[config.mk]
export PLATFORM = sky130hd
export DESIGN_NAME = fetch_top
export DESIGN_NICKNAME = d
export VERILOG_FILES = /design/src/mmu_pkg.sv /design/src/fetch_pkg.sv /design/src/pc_gen.sv /design/src/dmw_translate.sv /design/src/fetch_pipe.sv /design/src/fetch_top.sv
export VERILOG_INCLUDE_DIRS = /design/src
export SDC_FILE = /design/constraint.sdc
export NUM_CORES = 1
export LEC_CHECK = 0
export CORE_MARGIN = 3
export CORE_UTILIZATION = 35
export DETAILED_ROUTE_END_ITERATION = 8
export DONT_BUFFER_PORTS = 1
export MAX_ROUTING_LAYER = met4
export PLACE_DENSITY_LB_ADDON = 0.15
export SYNTH_ARGS = -nofsm -noshare
export SYNTH_HDL_FRONTEND = slang
export SYNTH_SLANG_ARGS = --single-unit
[constraint.sdc]
create_clock -name clk -period 2.2 [get_ports clk]
set_input_delay 0.22 -clock clk [delete_from_list [all_inputs] [get_ports clk]]
set_output_delay 0.22 -clock clk [all_outputs]
set_load 0.05 [all_outputs]
[src/fetch_settings.svh]
`ifndef FETCH_SETTINGS_SVH
`define FETCH_SETTINGS_SVH

// boot vector of the core
`define FETCH_RESET_PC 32'h1C00_0000

`define FETCH_ADDR_W 32

// one aligned instruction pair per fetch
`define FETCH_STEP 8

// window segment = top address bits
`define SEG_W 3

// fetch exception codes
`define ECODE_NONE 6'd0
`define ECODE_ADEF 6'd8
`define ECODE_MISS 6'd63   // mapped address outside both windows

`endif

[src/mmu_pkg.sv]
`include "fetch_settings.svh"

package mmu_pkg;

    // privilege level, 0 kernel, 3 user
    typedef logic [1:0] plv_t;

    // memory access type
    typedef logic [1:0] mat_t;

    // top address bits matched by a direct-mapped window
    typedef logic [`SEG_W-1:0] seg_t;

    // 1 = direct, 0 = mapped
    typedef logic xmode_t;

    localparam plv_t PLV_KERNEL = 2'd0;
    localparam plv_t PLV_USER = 2'd3;

    localparam mat_t MAT_SUC = 2'd0;   // strongly-ordered uncached

    localparam xmode_t XMODE_DIRECT = 1'b1;

endpackage

[src/fetch_pkg.sv]
`include "fetch_settings.svh"

package fetch_pkg;

    // virtual fetch address, as held in the PC
    typedef logic [`FETCH_ADDR_W-1:0] vaddr_t;

    // physical fetch address after window translation
    typedef logic [`FETCH_ADDR_W-1:0] paddr_t;

    typedef logic [5:0] ecode_t;

    // one bit per redirect source, any set bit flushes the front end
    typedef logic [4:0] redir_src_t;

    // bit positions in redir_src_t, higher index wins
    localparam int RS_PRE = 0;      // predecoder correction
    localparam int RS_BR = 1;       // branch resolution
    localparam int RS_CSR = 2;      // csr write flush
    localparam int RS_ERA = 3;      // exception return
    localparam int RS_EENTRY = 4;   // exception entry

endpackage

[src/pc_gen.sv]
`timescale 1ns/1ns
`include "fetch_settings.svh"

module pc_gen (
    input  logic              clk,
    input  logic              i_arst_n,
    input  logic              i_stall,
    input  logic              i_eentry_en,
    input  fetch_pkg::vaddr_t i_eentry_pc,
    input  logic              i_era_en,
    input  fetch_pkg::vaddr_t i_era_pc,
    input  logic              i_csr_flush,
    input  fetch_pkg::vaddr_t i_csr_flush_pc,
    input  logic              i_br_redirect,
    input  fetch_pkg::vaddr_t i_br_pc,
    input  logic              i_pre_redirect,
    input  fetch_pkg::vaddr_t i_pre_pc,
    output fetch_pkg::vaddr_t o_pc,
    output logic              o_flush
);
    import fetch_pkg::*;

    redir_src_t src;
    vaddr_t     pc_q;
    vaddr_t     pc_next;
    logic       pc_upd;

    // gather strobes, bit order follows priority
    always_comb begin
        src = '0;
        src[RS_EENTRY] = i_eentry_en;
        src[RS_ERA] = i_era_en;
        src[RS_CSR] = i_csr_flush;
        src[RS_BR] = i_br_redirect;
        src[RS_PRE] = i_pre_redirect;
    end

    assign o_flush = |src;

    // highest-priority target, else next pair
    always_comb begin
        if (src[RS_EENTRY]) begin
            pc_next = i_eentry_pc;
        end else if (src[RS_ERA]) begin
            pc_next = i_era_pc;
        end else if (src[RS_CSR]) begin
            pc_next = i_csr_flush_pc;
        end else if (src[RS_BR]) begin
            pc_next = i_br_pc;
        end else if (src[RS_PRE]) begin
            pc_next = i_pre_pc;
        end else begin
            pc_next = pc_q + vaddr_t'(`FETCH_STEP);
        end
    end

    // a redirect always lands, even under back-pressure
    assign pc_upd = o_flush | ~i_stall;

    always_ff @(posedge clk or negedge i_arst_n) begin
        if (!i_arst_n) begin
            pc_q <= vaddr_t'(`FETCH_RESET_PC);
        end else if (pc_upd) begin
            pc_q <= pc_next;
        end
    end

    assign o_pc = pc_q;   // IF1 address

endmodule

[src/dmw_translate.sv]
`timescale 1ns/1ns
`include "fetch_settings.svh"

module dmw_translate (
    input  fetch_pkg::vaddr_t i_vaddr,
    input  mmu_pkg::plv_t     i_plv,
    input  mmu_pkg::xmode_t   i_xmode,
    input  mmu_pkg::mat_t     i_direct_mat,
    input  logic              i_dmw0_plv0,
    input  logic              i_dmw0_plv3,
    input  mmu_pkg::mat_t     i_dmw0_mat,
    input  mmu_pkg::seg_t     i_dmw0_vseg,
    input  mmu_pkg::seg_t     i_dmw0_pseg,
    input  logic              i_dmw1_plv0,
    input  logic              i_dmw1_plv3,
    input  mmu_pkg::mat_t     i_dmw1_mat,
    input  mmu_pkg::seg_t     i_dmw1_vseg,
    input  mmu_pkg::seg_t     i_dmw1_pseg,
    output fetch_pkg::paddr_t o_paddr,
    output logic              o_uncache,
    output logic              o_hit
);
    import mmu_pkg::*;
    import fetch_pkg::*;

    localparam int LOW_W = `FETCH_ADDR_W - `SEG_W;

    seg_t             vseg;
    logic [LOW_W-1:0] offset;
    logic             dmw0_hit;
    logic             dmw1_hit;

    // segment match plus enable for the current level
    function automatic logic win_hit(
        input seg_t win_vseg,
        input logic en_plv0,
        input logic en_plv3,
        input seg_t addr_seg,
        input plv_t cur_plv
    );
        logic lvl_ok;
        lvl_ok = (cur_plv == PLV_KERNEL && en_plv0) || (cur_plv == PLV_USER && en_plv3);
        return (win_vseg == addr_seg) && lvl_ok;
    endfunction

    assign vseg = i_vaddr[`FETCH_ADDR_W-1 -: `SEG_W];
    assign offset = i_vaddr[LOW_W-1:0];

    assign dmw0_hit = win_hit(i_dmw0_vseg, i_dmw0_plv0, i_dmw0_plv3, vseg, i_plv);
    assign dmw1_hit = win_hit(i_dmw1_vseg, i_dmw1_plv0, i_dmw1_plv3, vseg, i_plv);

    always_comb begin
        if (i_xmode == XMODE_DIRECT) begin
            o_paddr = paddr_t'(i_vaddr);
            o_uncache = (i_direct_mat == MAT_SUC);
            o_hit = 1'b1;
        end else if (dmw0_hit) begin   // window 0 wins on overlap
            o_paddr = {i_dmw0_pseg, offset};
            o_uncache = (i_dmw0_mat == MAT_SUC);
            o_hit = 1'b1;
        end else if (dmw1_hit) begin
            o_paddr = {i_dmw1_pseg, offset};
            o_uncache = (i_dmw1_mat == MAT_SUC);
            o_hit = 1'b1;
        end else begin
            // would go to a TLB, here only flagged
            o_paddr = paddr_t'(i_vaddr);
            o_uncache = 1'b1;
            o_hit = 1'b0;
        end
    end

endmodule

[src/fetch_pipe.sv]
`timescale 1ns/1ns
`include "fetch_settings.svh"

module fetch_pipe (
    input  logic              clk,
    input  logic              i_arst_n,
    input  logic              i_stall,
    input  logic              i_flush,
    input  fetch_pkg::vaddr_t i_pc,
    input  fetch_pkg::paddr_t i_paddr,
    input  logic              i_uncache,
    input  logic              i_hit,
    output logic              o_valid,
    output fetch_pkg::vaddr_t o_pc,
    output fetch_pkg::paddr_t o_paddr,
    output logic              o_uncache,
    output fetch_pkg::ecode_t o_ecode
);
    import fetch_pkg::*;

    logic   capture;
    ecode_t ecode_if1;

    logic   valid_q;
    vaddr_t pc_q;
    paddr_t paddr_q;
    logic   uncache_q;
    ecode_t ecode_q;

    // flush overrides stall, same rule as the PC register
    assign capture = i_flush | ~i_stall;

    // misalignment is checked before the window result
    always_comb begin
        if (i_pc[1:0] != 2'b00) begin
            ecode_if1 = `ECODE_ADEF;
        end else if (!i_hit) begin
            ecode_if1 = `ECODE_MISS;
        end else begin
            ecode_if1 = `ECODE_NONE;
        end
    end

    always_ff @(posedge clk or negedge i_arst_n) begin
        if (!i_arst_n) begin
            valid_q <= 1'b0;
        end else if (i_flush) begin
            valid_q <= 1'b0;   // fetch in IF1 is on the wrong path
        end else if (!i_stall) begin
            valid_q <= 1'b1;
        end
    end

    // payload follows capture, valid decides whether it counts
    always_ff @(posedge clk or negedge i_arst_n) begin
        if (!i_arst_n) begin
            pc_q <= '0;
            paddr_q <= '0;
            uncache_q <= 1'b0;
            ecode_q <= `ECODE_NONE;
        end else if (capture) begin
            pc_q <= i_pc;
            paddr_q <= i_paddr;
            uncache_q <= i_uncache;
            ecode_q <= ecode_if1;
        end
    end

    assign o_valid = valid_q;
    assign o_pc = pc_q;
    assign o_paddr = paddr_q;
    assign o_uncache = uncache_q;
    assign o_ecode = ecode_q;

endmodule

[src/fetch_top.sv]
`timescale 1ns/1ns

module fetch_top (
    input  logic              clk,
    input  logic              i_arst_n,
    input  logic              i_stall,
    input  logic              i_eentry_en,
    input  fetch_pkg::vaddr_t i_eentry_pc,
    input  logic              i_era_en,
    input  fetch_pkg::vaddr_t i_era_pc,
    input  logic              i_csr_flush,
    input  fetch_pkg::vaddr_t i_csr_flush_pc,
    input  logic              i_br_redirect,
    input  fetch_pkg::vaddr_t i_br_pc,
    input  logic              i_pre_redirect,
    input  fetch_pkg::vaddr_t i_pre_pc,
    input  mmu_pkg::plv_t     i_plv,
    input  mmu_pkg::xmode_t   i_xmode,
    input  mmu_pkg::mat_t     i_direct_mat,
    input  logic              i_dmw0_plv0,
    input  logic              i_dmw0_plv3,
    input  mmu_pkg::mat_t     i_dmw0_mat,
    input  mmu_pkg::seg_t     i_dmw0_vseg,
    input  mmu_pkg::seg_t     i_dmw0_pseg,
    input  logic              i_dmw1_plv0,
    input  logic              i_dmw1_plv3,
    input  mmu_pkg::mat_t     i_dmw1_mat,
    input  mmu_pkg::seg_t     i_dmw1_vseg,
    input  mmu_pkg::seg_t     i_dmw1_pseg,
    output logic              o_fetch_valid,
    output fetch_pkg::vaddr_t o_fetch_pc,
    output fetch_pkg::paddr_t o_fetch_paddr,
    output logic              o_fetch_uncache,
    output fetch_pkg::ecode_t o_fetch_ecode
);
    import fetch_pkg::*;

    vaddr_t pc_if1;
    logic   flush_if1;
    paddr_t paddr_if1;
    logic   uncache_if1;
    logic   hit_if1;

    pc_gen pc_gen_inst (
        .clk            (clk),
        .i_arst_n       (i_arst_n),
        .i_stall        (i_stall),
        .i_eentry_en    (i_eentry_en),
        .i_eentry_pc    (i_eentry_pc),
        .i_era_en       (i_era_en),
        .i_era_pc       (i_era_pc),
        .i_csr_flush    (i_csr_flush),
        .i_csr_flush_pc (i_csr_flush_pc),
        .i_br_redirect  (i_br_redirect),
        .i_br_pc        (i_br_pc),
        .i_pre_redirect (i_pre_redirect),
        .i_pre_pc       (i_pre_pc),
        .o_pc           (pc_if1),
        .o_flush        (flush_if1)
    );

    // same-cycle translation of the IF1 PC
    dmw_translate dmw_translate_inst (
        .i_vaddr      (pc_if1),
        .i_plv        (i_plv),
        .i_xmode      (i_xmode),
        .i_direct_mat (i_direct_mat),
        .i_dmw0_plv0  (i_dmw0_plv0),
        .i_dmw0_plv3  (i_dmw0_plv3),
        .i_dmw0_mat   (i_dmw0_mat),
        .i_dmw0_vseg  (i_dmw0_vseg),
        .i_dmw0_pseg  (i_dmw0_pseg),
        .i_dmw1_plv0  (i_dmw1_plv0),
        .i_dmw1_plv3  (i_dmw1_plv3),
        .i_dmw1_mat   (i_dmw1_mat),
        .i_dmw1_vseg  (i_dmw1_vseg),
        .i_dmw1_pseg  (i_dmw1_pseg),
        .o_paddr      (paddr_if1),
        .o_uncache    (uncache_if1),
        .o_hit        (hit_if1)
    );

    fetch_pipe fetch_pipe_inst (
        .clk       (clk),
        .i_arst_n  (i_arst_n),
        .i_stall   (i_stall),
        .i_flush   (flush_if1),
        .i_pc      (pc_if1),
        .i_paddr   (paddr_if1),
        .i_uncache (uncache_if1),
        .i_hit     (hit_if1),
        .o_valid   (o_fetch_valid),
        .o_pc      (o_fetch_pc),
        .o_paddr   (o_fetch_paddr),
        .o_uncache (o_fetch_uncache),
        .o_ecode   (o_fetch_ecode)
    );

endmodule

# After elaboration in Yosys (flattened, before gate mapping)
# Index checks and enable logic that the tools add are counted.
[totals] output_inout_bits=72 in_bits=193 elab_cells=45 ff_bits=104
[classes] n_reduce_logical=14 addsub=1 bitwise=2 muxes=18 eq_ne=4
[ops] operator="32-bit two-way mux" n=8
[ops] operator="32-bit by 4-bit adder with 32-bit output (second input constant)" n=1
[ops] operator="6-bit two-way mux" n=2
[ops] operator="2-bit zero test" n=4
[ops] operator="1-bit two-way mux" n=8
[ops] operator="3-bit equality test" n=2
[ops] operator="1-bit logical AND" n=6
[ops] operator="5-bit OR reduction" n=1
[ops] operator="2-bit equality test (second input constant)" n=1
[ops] operator="1-bit logical OR" n=2
[ops] operator="2-bit by 1-bit inequality test with 1-bit output (second input constant)" n=1
[ops] operator="2-bit nonzero test" n=1
[ops] operator="1-bit NOT" n=1
[ops] operator="1-bit OR" n=1

# Depth between registers and ports, before layout
[depth] ltp_word=9 mapped_depth=8

# Cells and area by module
# Synthesis repeated with hierarchy kept, for this count alone.
[unflattened] hier_cells=650 area_unflattened_um2=6353.6
[by_module_without_submodules] module="pc_gen" instances=1 seq_area_each_um2=804.5 area_per_inst_um2=3241.9 cells_each=439
[by_module_without_submodules] module="fetch_pipe" instances=1 seq_area_each_um2=1701.6 area_per_inst_um2=2688.8 cells_each=152
[by_module_without_submodules] module="dmw_translate" instances=1 seq_area_each_um2=0.0 area_per_inst_um2=422.9 cells_each=59

# Worst setup path after synthesis
# No wires, ideal clock.
[synth_path] path_kind="register to register" from="reg pc_gen_inst.pc_q[3] (netlist: pc_gen_inst.o_pc[3])" to="reg pc_gen_inst.pc_q[29] (netlist: pc_gen_inst.o_pc[29])" path_stages_with_launch=8 setup_ns=0.070 slack_ns=0.373 arrival_time_ns=1.757 period_less_slack_ns=1.827 path_cell_list="dfrtp_1 ha_1 nand3_2 nor4_2 buf_4 nand2_1 or3_1 nand3b_1"
[synth_via] elab_chain_cells=6
[synth_lines] item="start: declaration" line="pc_gen.sv:24" rtl="vaddr_t pc_q;"
[synth_lines] item="start signal: assignment" line="pc_gen.sv:62" rtl="pc_q <= vaddr_t'(`FETCH_RESET_PC);"
[synth_lines] item="start signal: assignment" line="pc_gen.sv:64" rtl="pc_q <= pc_next;"
[synth_lines] item="32-bit by 4-bit adder with 32-bit output" line="pc_gen.sv:53" rtl="pc_next = pc_q + vaddr_t'(`FETCH_STEP);"
[synth_lines] item="32-bit two-way mux" line="pc_gen.sv:50" rtl="end else if (src[RS_PRE]) begin"
[synth_lines] item="32-bit two-way mux" line="pc_gen.sv:48" rtl="end else if (src[RS_BR]) begin"
[synth_lines] item="32-bit two-way mux" line="pc_gen.sv:46" rtl="end else if (src[RS_CSR]) begin"
[synth_lines] item="32-bit two-way mux" line="pc_gen.sv:44" rtl="end else if (src[RS_ERA]) begin"
[synth_lines] item="32-bit two-way mux" line="pc_gen.sv:42" rtl="if (src[RS_EENTRY]) begin"
# No other way between the ends.
# A chain may end at the register's enable or synchronous reset.

# Worst setup path after layout
[layout_path] from="reg pc_gen_inst.pc_q[4] (netlist: pc_gen_inst.o_pc[4])" to="reg pc_gen_inst.pc_q[27] (netlist: pc_gen_inst.o_pc[27])"
# Same word-level chain as after synthesis.

==> impl_metrics.ini <==
[final_layout]
drive_gt1_share_pct = 14.4
final_cell_count_no_fill = 820
nFillCells = 1474
multiInputGateArea_um2 = 2820
syn_to_final_growth_pct = 9.87
final_core_util_pct = 39.9
seqCellArea_um2 = 1780
n_antenna_cell = 0
fin_area_um2 = 5630
finalNetCount = 829

[worst_setup_path]
r2r.worst_path.cells = 7
critPathMaxFanout = 7
arrival_ns = 2.25
worst_path_max_delay_cell = or4_1
r2r-end = pc_gen_inst.o_pc[27]$_DFFE_PN1N_
cp_top_family = simple AND/OR/NAND/NOR gates
required_ns = 2.48
critPathBufInv = 1
slowest_delay_ns = 0.48
worst_setup_path_start_kind = flop
path_cells = ha_1 > nand3_2 > nor4_2 > buf_4 > nand4_1 > or4_1 > nand3b_1
ff2ff_setup_slack_ns = 0.23
path_class = reg2reg
r2r-start = pc_gen_inst.o_pc[4]$_DFFE_PN0N_
end_kind = flop

[clock_tree]
clock_sink_count = 71
cts_buffer_depth = 2
cts_buffers = 9
cts_root_buf = clkbuf_16
h-tree-depth = 3
cts.clk_slew.worst_paths_ns = 0.06
cts_tree = yes
clk_latency_ns = 0.34

[yosys]
synth.area.top_cells = dfrtp_1 33%, nand2_1 9.2%, buf_4 5.7%
synth-seq-cells = 71
yosysTopAreaCell = dfrtp_1
yosysWarnings = 0
synth_nets = 840
async_flop_share_pct = 100
ys_seq_area_share_pct = 34.8
synth.distinct_cells = 68
synth_top_area_share_pct = 33.2
netlist_area_um2 = 5120
syn_inst = 646
synth.avg_cell_area_um2 = 7.93
synth.most_common_cell = nand2_1
synth_common_cells = 126 x nand2_1, 68 x dfrtp_1, 39 x a21oi_1, 39 x buf_4, 38 x nor2_1
synth_edf_count = 0
synth_top_flop_cell = dfrtp_1

[floorplan]
core_um2 = 14100
die-area_um2 = 16100
io_pins = 265
start_util_pct = 36.3
die_w_um = 127
core.rowCount = 43
die_h_um = 127

[worst_hold_path]
min-delay-start = i_eentry_en
hold_class = in2reg
hold-path-cell-count = 2
min_to = pc_gen_inst.o_pc[3]$_DFFE_PN0N_

[grt]
grt_first_pass_wirelength_mm = 31.3
antenna_found_initial = 0
grt_max_degree = 72
use_met1_pct = 32.7
grt.busiest_layer = met2
grt_overflow = 0
globalRouteTotalUtil_pct = 26.1
grt_pass1_vias = 5387
met3_usage_pct = 5.94
met2_usage_pct = 41.7

[route]
drt-total-wl_mm = 20.6
post_drt_via_cell_ratio = 6.24
firstDrtPassIters = 5
drc = 0
ant_nets = 0
wire_per_inst_um = 25.1
vias = 5115
drtIter0Drc = 336

[power_and_ir_drop]
irDropWorstVdd_uv = 408
p_per_area_nw_per_um2 = 751
total_power_uw = 4220
p_leak_uw = 0.00230

[timing]
max_freq_ghz = 0.508
finClkSkew_ns = 0.00545
finalSetupViolCount = 0
worst_pin_slew_ns = 1.03
finalHoldViolCount = 0
fin_crit_ns = 1.97
drv_slew = 0
fin_setup_tns_ns = 0
max-slew-margin-rel_pct = 30.9
rsz0062_at_grt = no
fin_crit_sh_pct = 89.5

[place]
place_inst = 798
place_congestion = 0.894
dpl-instance-area_um2 = 5280
dpl.hpwl_mm = 15.2
port_buffers = 0

[run]
maxCapViolCount = 0

[run_status]
status = finished, final reports clean
power by group:
group          leakage (uW)  switching, uW  internal, uW
Clock              0.000136            609           765
Sequential         0.000819            209          1450
Combinational       0.00134            856           333
cell families after synthesis:
kind of cell               Yosys count  share of synthesized area (%)
AOI/OAI and AO/OA                  179                           24.7
xor gates and xnor gates            17                           2.91
adders and majority gates            1                          0.244
buffers and inverters               94                           10.2
DFF                                 71                           34.8
muxes                                5                           1.00
and+or+nand+nor                    279                           26.2
what timing repair did:
action                                  in CTS  in global routing
gates resized for setup                      0                  1
hold buffers                                 4                  0
endpoints found under the hold margin       75                  0
setup buffers                                0                  2
endpoints found under the setup margin       0                  1
sequential cells by signal, indices dropped and copies added (netlist names):
signal	cells
fetch_pipe_inst.o_pc	3
pc_gen_inst.o_pc	32
fetch_pipe_inst.o_ecode	2
fetch_pipe_inst.o_uncache	1
fetch_pipe_inst.o_paddr	32
fetch_pipe_inst.o_valid	1
worst max-delay path by stage:
stage | to | slack (ns) | startpoint | cells after the start
final | pc_gen_inst.o_pc[27]$_DFFE_PN1N_ | 0.23 | pc_gen_inst.o_pc[4]$_DFFE_PN0N_ | 7
after global placement | pc_gen_inst.o_pc[27]$_DFFE_PN1N_ | 0.24 | pc_gen_inst.o_pc[3]$_DFFE_PN0N_ | 7
after global routing | pc_gen_inst.o_pc[27]$_DFFE_PN1N_ | 0.04 | pc_gen_inst.o_pc[4]$_DFFE_PN0N_ | 7
after detailed placement | pc_gen_inst.o_pc[27]$_DFFE_PN1N_ | 0.18 | pc_gen_inst.o_pc[3]$_DFFE_PN0N_ | 7
after CTS | pc_gen_inst.o_pc[27]$_DFFE_PN1N_ | 0.15 | pc_gen_inst.o_pc[3]$_DFFE_PN0N_ | 7
after floorplan | pc_gen_inst.o_pc[29]$_DFFE_PN0N_ | 0.37 | pc_gen_inst.o_pc[3]$_DFFE_PN0N_ | 7
area by class of cell:
type                    count  share of cell area (%)
multi-input cells         481                    50.2
flip-flops and latches     71                    31.7
repair buffers             56                    8.19
clock buffers               9                    4.00
well taps                 180                    4.00
inverters                  16                    1.07
clock inverters             7                   0.867
worst register-to-register path, stage by stage (launching register included):
cell and delay [ns]:
dfrtp_1 0.41, ha_1 0.24, nand3_2 0.12, nor4_2 0.29, buf_4 0.19, nand4_1 0.09
or4_1 0.48, nand3b_1 0.10
layer usage:
metal,vias to the layer above,wire [um]
met5,-,0
met4,0,610
met3,42,1740
met2,305,9670
met1,2447,8540
li1,2321,-
cell usage in the layout, fill, tap and decap left out, types with 4 or more instances in the layout:
cell type  Yosys  routed
a211oi_1       6       6
a21oi_1       39      39
a221o_1        8       8
a221oi_1      23      23
a222oi_1       4       4
a22oi_1        6       6
a31oi_1       10      10
and3_1         7       7
buf_4         39      51
clkbuf_16      0       9
dfrtp_1       68      66
inv_1         15      15
mux2i_1        4       4
nand2_1      126     126
nand2b_1      13      13
nand3_1       18      18
nand4_1       10      10
nor2_1        38      38
nor2b_1        6       5
nor3_1        26      26
nor4_1         4       4
o211ai_1       5       5
o21ai_0       25      25
o221ai_1       5       5
o22ai_1       17      17
o31ai_1        7       7
or3_1          8       8
xnor2_1        7       7
xor2_1        10      10
stage by stage:
step           worst slack [ns]  hold WS, ns
2_1_floorplan             0.373      -0.0756
3_3_place_gp              0.238      -0.0718
3_5_place_dp              0.180      -0.0718
4_1_cts                   0.153      0.00161
5_1_grt                  0.0406       0.0209
6_report                  0.231       0.0264
Power figures use the tool's default switching activity.
